**src/logic/datapath_pkg.sv**
```systemverilog
package datapath_pkg;

	////////////////////////////////////////
	// Widths fixed by the instruction format
	////////////////////////////////////////

	localparam int data_w = 16;
	localparam int reg_addr_w = 4;

	// Codes 9 to 15 are unused and dropped by the decoder
	typedef enum logic [3:0] {
		op_add  = 4'd0,
		op_sub  = 4'd1,
		op_and  = 4'd2,
		op_or   = 4'd3,
		op_xor  = 4'd4,
		op_shl  = 4'd5,
		op_shr  = 4'd6,
		op_addi = 4'd7,
		op_ldi  = 4'd8
	} opcode_t;

	////////////////////////////////////////
	// Instruction word, two views
	////////////////////////////////////////

	// Register form, rd = rs1 op rs2
	typedef struct packed {
		opcode_t opcode;
		logic [reg_addr_w-1:0] rd;
		logic [reg_addr_w-1:0] rs1;
		logic [reg_addr_w-1:0] rs2;
	} instr_r_t;

	// Immediate form, 8-bit constant in the low byte
	typedef struct packed {
		opcode_t opcode;
		logic [reg_addr_w-1:0] rd;
		logic [7:0] imm8;
	} instr_i_t;

	typedef union packed {
		instr_r_t r;
		instr_i_t i;
	} instr_word_u;

endpackage

```
**src/logic/instr_decoder.sv**
```systemverilog
`timescale 1ns/1ps

module instr_decoder (
	input  logic clk,
	input  logic reset,
	input  logic instr_valid,
	input  logic [datapath_pkg::data_w-1:0] instr,
	output logic dec_valid,
	output datapath_pkg::opcode_t dec_opcode,
	output logic [datapath_pkg::reg_addr_w-1:0] dec_rd,
	output logic [datapath_pkg::reg_addr_w-1:0] rs_a,
	output logic [datapath_pkg::reg_addr_w-1:0] rs_b,
	output logic [datapath_pkg::data_w-1:0] dec_imm
);
	import datapath_pkg::*;

	instr_word_u word;
	logic legal;
	logic imm_form;
	logic [reg_addr_w-1:0] next_rs_a;
	logic [data_w-1:0] next_imm;

	assign word = instr;

	// Opcode field sits at the same place in both views
	always_comb begin
		legal = 1'b0;
		imm_form = 1'b0;
		next_imm = '0;
		case (word.r.opcode)
			op_add, op_sub, op_and, op_or, op_xor, op_shl, op_shr: begin
				legal = 1'b1;
			end
			op_addi: begin
				legal = 1'b1;
				imm_form = 1'b1;
				next_imm = {{(data_w-8){word.i.imm8[7]}}, word.i.imm8};
			end
			op_ldi: begin
				legal = 1'b1;
				imm_form = 1'b1;
				next_imm = {{(data_w-8){1'b0}}, word.i.imm8};
			end
			default: legal = 1'b0;
		endcase
		// addi reads its own destination through port a
		next_rs_a = imm_form ? word.i.rd : word.r.rs1;
	end

	always_ff @(posedge clk) begin
		if (reset) begin
			dec_valid <= 1'b0;
		end else begin
			dec_valid <= instr_valid && legal;
		end
	end

	always_ff @(posedge clk) begin
		dec_opcode <= word.r.opcode;
		dec_rd <= word.r.rd;
		rs_a <= next_rs_a;
		rs_b <= word.r.rs2;
		dec_imm <= next_imm;
	end

	// Raw code above op_ldi must never start a pipeline slot
	assert property (@(posedge clk) disable iff (reset)
		(instr_valid && (instr[data_w-1 -: 4] > 4'(op_ldi))) |=> !dec_valid)
		else $error("illegal opcode %h reached dec_valid", $past(instr[data_w-1 -: 4]));

endmodule

```
**src/logic/register_file.sv**
```systemverilog
`timescale 1ns/1ps

module register_file (
	input  logic clk,
	input  logic reset,
	input  logic [datapath_pkg::reg_addr_w-1:0] rs_a,
	input  logic [datapath_pkg::reg_addr_w-1:0] rs_b,
	input  logic wr_en,
	input  logic [datapath_pkg::reg_addr_w-1:0] wr_addr,
	input  logic [datapath_pkg::data_w-1:0] wr_data,
	input  logic in_valid,
	input  datapath_pkg::opcode_t in_opcode,
	input  logic [datapath_pkg::reg_addr_w-1:0] in_rd,
	input  logic [datapath_pkg::data_w-1:0] in_imm,
	output logic [datapath_pkg::data_w-1:0] rd_data_a,
	output logic [datapath_pkg::data_w-1:0] rd_data_b,
	output logic out_valid,
	output datapath_pkg::opcode_t out_opcode,
	output logic [datapath_pkg::reg_addr_w-1:0] out_rd,
	output logic [datapath_pkg::data_w-1:0] out_imm
);
	import datapath_pkg::*;

	localparam int num_regs = 1 << reg_addr_w;

	logic [data_w-1:0] regs [num_regs];

	////////////////////////////////////////
	// Storage
	////////////////////////////////////////

	always_ff @(posedge clk) begin
		if (reset) begin
			for (int i = 0; i < num_regs; i++) begin
				regs[i] <= '0;
			end
		end else if (wr_en) begin
			regs[wr_addr] <= wr_data;
		end
	end

	// Write-first, a same-edge write wins over the stored value
	always_ff @(posedge clk) begin
		rd_data_a <= (wr_en && (wr_addr == rs_a)) ? wr_data : regs[rs_a];
		rd_data_b <= (wr_en && (wr_addr == rs_b)) ? wr_data : regs[rs_b];
	end

	////////////////////////////////////////
	// Control delayed alongside read data
	////////////////////////////////////////

	always_ff @(posedge clk) begin
		if (reset) begin
			out_valid <= 1'b0;
		end else begin
			out_valid <= in_valid;
		end
	end

	always_ff @(posedge clk) begin
		out_opcode <= in_opcode;
		out_rd <= in_rd;
		out_imm <= in_imm;
	end

	assert property (@(posedge clk) disable iff (reset) wr_en |-> !$isunknown(wr_addr))
		else $error("write enable with unknown address %b", wr_addr);

endmodule

```
**src/logic/alu.sv**
```systemverilog
`timescale 1ns/1ps

module alu (
	input  datapath_pkg::opcode_t op,
	input  logic [datapath_pkg::data_w-1:0] a,
	input  logic [datapath_pkg::data_w-1:0] b,
	input  logic [datapath_pkg::data_w-1:0] imm,
	output logic [datapath_pkg::data_w-1:0] y
);
	import datapath_pkg::*;

	// Shift amount is the low nibble of operand b
	logic [3:0] shamt;

	assign shamt = b[3:0];

	// Sums and differences drop the carry, so they wrap
	always_comb begin
		case (op)
			op_add: begin
				y = a + b;
			end
			op_sub: begin
				y = a - b;
			end
			op_and: begin
				y = a & b;
			end
			op_or: begin
				y = a | b;
			end
			op_xor: begin
				y = a ^ b;
			end
			op_shl: begin
				y = a << shamt;
			end
			op_shr: begin
				// Logical, zeros fill from the top
				y = a >> shamt;
			end
			op_addi: begin
				// a holds rd here, imm is already sign extended
				y = a + imm;
			end
			op_ldi: begin
				y = imm;
			end
			default: begin
				y = '0;
			end
		endcase
	end

endmodule

```
**src/logic/writeback_stage.sv**
```systemverilog
`timescale 1ns/1ps

module writeback_stage (
	input  logic clk,
	input  logic reset,
	input  logic in_valid,
	input  logic [datapath_pkg::reg_addr_w-1:0] in_dest,
	input  logic [datapath_pkg::data_w-1:0] in_data,
	output logic wr_en,
	output logic [datapath_pkg::reg_addr_w-1:0] wr_addr,
	output logic [datapath_pkg::data_w-1:0] wr_data,
	output logic result_valid,
	output logic [datapath_pkg::reg_addr_w-1:0] result_dest,
	output logic [datapath_pkg::data_w-1:0] result_data,
	output logic result_zero
);

	// Register write lands on the same edge as the result register,
	// so a reader one slot behind sees it through the write-first path
	assign wr_en = in_valid;
	assign wr_addr = in_dest;
	assign wr_data = in_data;

	always_ff @(posedge clk) begin
		if (reset) begin
			result_valid <= 1'b0;
		end else begin
			result_valid <= in_valid;
		end
	end

	always_ff @(posedge clk) begin
		result_dest <= in_dest;
		result_data <= in_data;
	end

	assign result_zero = (result_data == '0);

	// No unknown bits may be stored back into the register file
	assert property (@(posedge clk) disable iff (reset) wr_en |-> !$isunknown(wr_data))
		else $error("register write with unknown data %h", wr_data);

endmodule

```
**src/logic/datapath_top.sv**
```systemverilog
`timescale 1ns/1ps

module datapath_top (
	input  logic clk,
	input  logic reset,
	input  logic instr_valid,
	input  logic [datapath_pkg::data_w-1:0] instr,
	output logic result_valid,
	output logic [datapath_pkg::reg_addr_w-1:0] result_dest,
	output logic [datapath_pkg::data_w-1:0] result_data,
	output logic result_zero
);
	import datapath_pkg::*;

	// Stage one, decoder outputs
	logic dec_valid;
	opcode_t dec_opcode;
	logic [reg_addr_w-1:0] dec_rd;
	logic [reg_addr_w-1:0] rs_a;
	logic [reg_addr_w-1:0] rs_b;
	logic [data_w-1:0] dec_imm;

	// Stage two, read data and delayed control
	logic [data_w-1:0] rd_data_a;
	logic [data_w-1:0] rd_data_b;
	logic alu_valid;
	opcode_t alu_opcode;
	logic [reg_addr_w-1:0] alu_dest;
	logic [data_w-1:0] alu_imm;
	logic [data_w-1:0] alu_result;

	// Write port back into the register file
	logic wr_en;
	logic [reg_addr_w-1:0] wr_addr;
	logic [data_w-1:0] wr_data;

	instr_decoder u_decoder (
		.clk(clk), .reset(reset), .instr_valid(instr_valid), .instr(instr),
		.dec_valid(dec_valid), .dec_opcode(dec_opcode), .dec_rd(dec_rd),
		.rs_a(rs_a), .rs_b(rs_b), .dec_imm(dec_imm)
	);

	register_file u_regs (
		.clk(clk), .reset(reset), .rs_a(rs_a), .rs_b(rs_b),
		.wr_en(wr_en), .wr_addr(wr_addr), .wr_data(wr_data),
		.in_valid(dec_valid), .in_opcode(dec_opcode), .in_rd(dec_rd), .in_imm(dec_imm),
		.rd_data_a(rd_data_a), .rd_data_b(rd_data_b),
		.out_valid(alu_valid), .out_opcode(alu_opcode), .out_rd(alu_dest), .out_imm(alu_imm)
	);

	alu u_alu (.op(alu_opcode), .a(rd_data_a), .b(rd_data_b), .imm(alu_imm), .y(alu_result));

	writeback_stage u_writeback (
		.clk(clk), .reset(reset), .in_valid(alu_valid), .in_dest(alu_dest), .in_data(alu_result),
		.wr_en(wr_en), .wr_addr(wr_addr), .wr_data(wr_data),
		.result_valid(result_valid), .result_dest(result_dest),
		.result_data(result_data), .result_zero(result_zero)
	);

endmodule

```
**config.mk**
```make
export PLATFORM = sky130hd
export DESIGN_NAME = datapath_top
export DESIGN_NICKNAME = d
export VERILOG_FILES = /design/src/logic/datapath_pkg.sv /design/src/logic/instr_decoder.sv /design/src/logic/register_file.sv /design/src/logic/alu.sv /design/src/logic/writeback_stage.sv /design/src/logic/datapath_top.sv
export SDC_FILE = /design/constraint.sdc
export NUM_CORES = 1
export LEC_CHECK = 0
export ABC_AREA = 0
export CAP_MARGIN = 40
export CORE_MARGIN = 5
export CORE_UTILIZATION = 36
export DETAILED_ROUTE_END_ITERATION = 8
export DONT_BUFFER_PORTS = 1
export GPL_ROUTABILITY_DRIVEN = 0
export MAX_ROUTING_LAYER = met4
export PLACE_DENSITY_LB_ADDON = 0.3
export SLEW_MARGIN = 20
export SYNTH_ARGS = -nofsm -noshare
export SYNTH_HDL_FRONTEND = slang
export SYNTH_SLANG_ARGS = --single-unit
```
**constraint.sdc**
```tcl
create_clock -name clk -period 6.7 [get_ports clk]
set_input_delay 0 -clock clk [delete_from_list [all_inputs] [get_ports clk]]
set_output_delay 0 -clock clk [all_outputs]
set_load 0.005 [all_outputs]
```
==> results_dict.tcl <==
set metrics [dict create \
    status "complete, no violations" \
    cts-root-buf "clkbuf_16" \
    synth_nets 1678 \
    clkLatencyLatePin_ns 0.56 \
    vias_per_cell 5.96 \
    numCtsBuffers 38 \
    peakVddDrop_mv 0.205 \
    core_um2 52800 \
    routed_wl_mm 59.5 \
    start_kind "flip-flop" \
    start_util_pct 36.5 \
    grt_pass1_vias 13872 \
    synth_top_flop_cell "edfxtp_1" \
    synth_seq_area_share_pct 50.1 \
    io_buffers 0 \
    relSlewSlack_pct 46.6 \
    ios 41 \
    synthArstFlopShare_pct 0 \
    first_pass_iters 5 \
    dpl_cell_area_um2 20300 \
    instances_no_fill 2324 \
    ys_ff_latch 353 \
    rsz0062_at_grt "no" \
    drt-initial-drc-count 1438 \
    cp_max_fo 21 \
    worst-r2r-setup-slack_ns 1.45 \
    setup.worst_path.end_class "flip-flop" \
    cts_max_path_buffers 3 \
    tightest_slew_ns 0.789 \
    grt.overflow.total 0 \
    htreeDepth 2 \
    finalHoldViolations 0 \
    r2r_cells 14 \
    critical_path_arrival_ns 5.54 \
    drv_cap 0 \
    synth_xor_area_share_pct 0.911 \
    yosys.area.top_type "edfxtp_1" \
    worstSetupPathType "reg -> reg" \
    critPathSlowestCell "or3_1" \
    grt_max_degree 46 \
    max_freq_mhz 191 \
    place_inst 2233 \
    finalWorstSetupSlack_ns 1.45 \
    r2r-end "u_regs.regs[12][13]" \
    yosysUniqueCellTypes 76 \
    cts_tree "built" \
    post-dp-hpwl_mm 40.7 \
    synth-compound-area-share_pct 7.81 \
    antenna_cells 0 \
    final_cell_mix "nor2_1 (325), edfxtp_1 (256), mux4_2 (156)" \
    num_vias 13846 \
    clk_pin_slew_ns 0.07 \
    finalNetCount 1679 \
    synth_top_area_share_pct 40.0 \
    finalSetupTns_ns 0 \
    syn_to_final_growth_pct 13.1 \
    critPathCapture "u_regs.regs[12][13]" \
    mostFrequentLayoutCell "nor2_1" \
    drive_gt1_share_pct 19.6 \
    routedWlPerCell_um 25.6 \
    reg2reg_from "u_regs.out_opcode[1]" \
    dieArea_um2 58200 \
    crit_chain "nand2b_1 > or3_1 > nand2_1 > o21ai_0 > a221o_1 > ha_1 > nand2_1 > a2111oi_0 > nor2_1 > o311ai_0 > xor2_1 > a2111oi_4 > buf_4 > nor2_1" \
    yosys-top-cells-area "edfxtp_1 (40%), mux4_2 (18%), dfxtp_1 (10%)" \
    grt_first_pass_wirelength_mm 89.4 \
    clock-sinks 353 \
    synth-adder-area-share_pct 3.49 \
    synthSimpleGateAreaFrac_pct 13.0 \
    finish.utilization_pct 41.2 \
    synth_edf_count 256 \
    dieWidth_um 241 \
    synth_cells 1606 \
    finalSetupViolations 0 \
    finalCritPeriodShare_pct 78.3 \
    slew_violations 0 \
    synth_top_family_by_area "multiplexers" \
    power_density_nw_per_um2 269 \
    post-route-drc-count 0 \
    hold_path_class "in -> reg" \
    yosys_warnings 0 \
    finalInstanceArea_um2 21800 \
    syn_area_um2 19200 \
    worstPathRequired_ns 6.99 \
    row_count 84 \
    antenna_found_initial 0 \
    post-route-min-period_ns 5.25 \
    ant_nets 0 \
    fin_skew_ns 0.0219 \
    place_ws_ns 1.46 \
    synthMuxAreaShare_pct 21.1 \
    cts_setup_buffers 0 \
    grt_usage_pct 21.0 \
    syn_area_per_cell_um2 12.0 \
    max_stage_delay_ns 0.67 \
    critPathLaunch "u_regs.out_opcode[1]" \
    power.leakage_nw 7.83 \
    fp.dieH_um 241 \
]
layout make-up:
cell class | count | area [um^2]
multi-input cells | 1074 | 8980
flip-flops and latches | 353 | 9640
fillers | 4964 | 31000
clock inverters | 14 | 113
repair buffers | 88 | 860
clock buffers | 55 | 1120
inverters | 52 | 195
well taps | 688 | 861
synth_stat cells (7+ instances only):
library cell	n
a211oi_1	14
a21oi_1	42
a22oi_1	10
buf_1	21
buf_2	12
clkbuf_1	91
dfxtp_1	97
edfxtp_1	256
ha_1	52
inv_1	50
mux2_2	15
mux2i_1	37
mux4_2	156
nand2_1	105
nand2b_1	22
nand3_1	24
nor2_1	325
nor2b_1	21
nor3_1	27
nor4_1	7
o211ai_1	19
o21ai_0	66
o311ai_0	7
xnor2_1	8
xor2_1	12
per-stage QoR:
stage	hold slack (ns)	power, mW
2_1_floorplan	0.0277	3.38
3_3_place_gp	0.0278	3.75
3_5_place_dp	0.0278	3.78
4_1_cts	0.00254	5.86
5_1_grt	0.0164	6.08
6_report	0.0127	5.84
worst max-delay path: cells and delay by family (launching register included):
| family | cells | cell delay, ns |
|---|---|---|
| compound gates | 5 | 1.85 |
| simple gates | 6 | 1.81 |
| flops | 1 | 0.50 |
| fa+ha+maj | 1 | 0.37 |
| buf+inv | 1 | 0.29 |
| xor+xnor | 1 | 0.17 |
what timing repair did:
action | 4_1_cts | 5_1_grt
endpoints found under the hold margin | 53 | 0
gates resized for setup | 0 | 0
hold buffers | 20 | 0
registers in the layout (all words and copies together) (netlist names):
name and flops:
u_decoder.rs_a 4, u_decoder.dec_valid 1, u_regs.out_rd 4, u_decoder.dec_rd 4, u_regs.regs 256, u_regs.rd_data_a 16
u_writeback.result_dest 4, u_decoder.rs_b 4, u_writeback.result_data 16, u_regs.out_imm 9, u_writeback.result_valid 1, u_decoder.dec_imm 9
u_regs.rd_data_b 16, u_regs.out_opcode 4, u_regs.out_valid 1, u_decoder.dec_opcode 4
power by group:
| part | switching [mW] | leakage (nW) | internal [mW] |
|---|---|---|---|
| Sequential | 0.168 | 3.45 | 2.45 |
| Combinational | 0.692 | 3.77 | 0.458 |
| Clock | 0.869 | 0.603 | 1.20 |
| Total | 1.73 | 7.83 | 4.12 |
cells by family after synthesis:
| kind of cell | after synthesis |
|---|---|
| buffers and inverters | 179 |
| adder cells (fa/ha/maj) | 53 |
| AO/OA/AOI/OAI | 223 |
| AND/OR/NAND/NOR | 570 |
| flip-flops | 353 |
| multiplexers | 208 |
| XOR/XNOR | 20 |
metal layers:
| layer | global-route usage [%] | up-vias | part of all wire (%) | routed length, um |
|---|---|---|---|---|
| li1 | - | 6016 | - | - |
| met1 | 26.2 | 6935 | 38 | 22700 |
| met2 | 35.9 | 746 | 50 | 30000 |
| met3 | 2.74 | 149 | 7.9 | 4730 |
| met4 | 6.63 | 0 | 3.4 | 2050 |
| met5 | - | - | 0 | 0 |
worst min-delay path by stage:
stage | end | depth (start not counted) | slack, ns | startpoint
finish | u_regs.regs[14][5] | 1 | 0.01 | reset
global route | u_regs.regs[14][5] | 1 | 0.02 | reset
CTS | u_regs.regs[14][5] | 1 | 0.003 | reset
detailed placement | u_decoder.dec_rd[3] | 0 | 0.03 | instr[11]
global placement | u_decoder.dec_rd[0] | 0 | 0.03 | instr[8]
floorplan | u_decoder.dec_opcode[0] | 0 | 0.03 | instr[12]
Note: power is estimated with default switching activity, not from simulation.
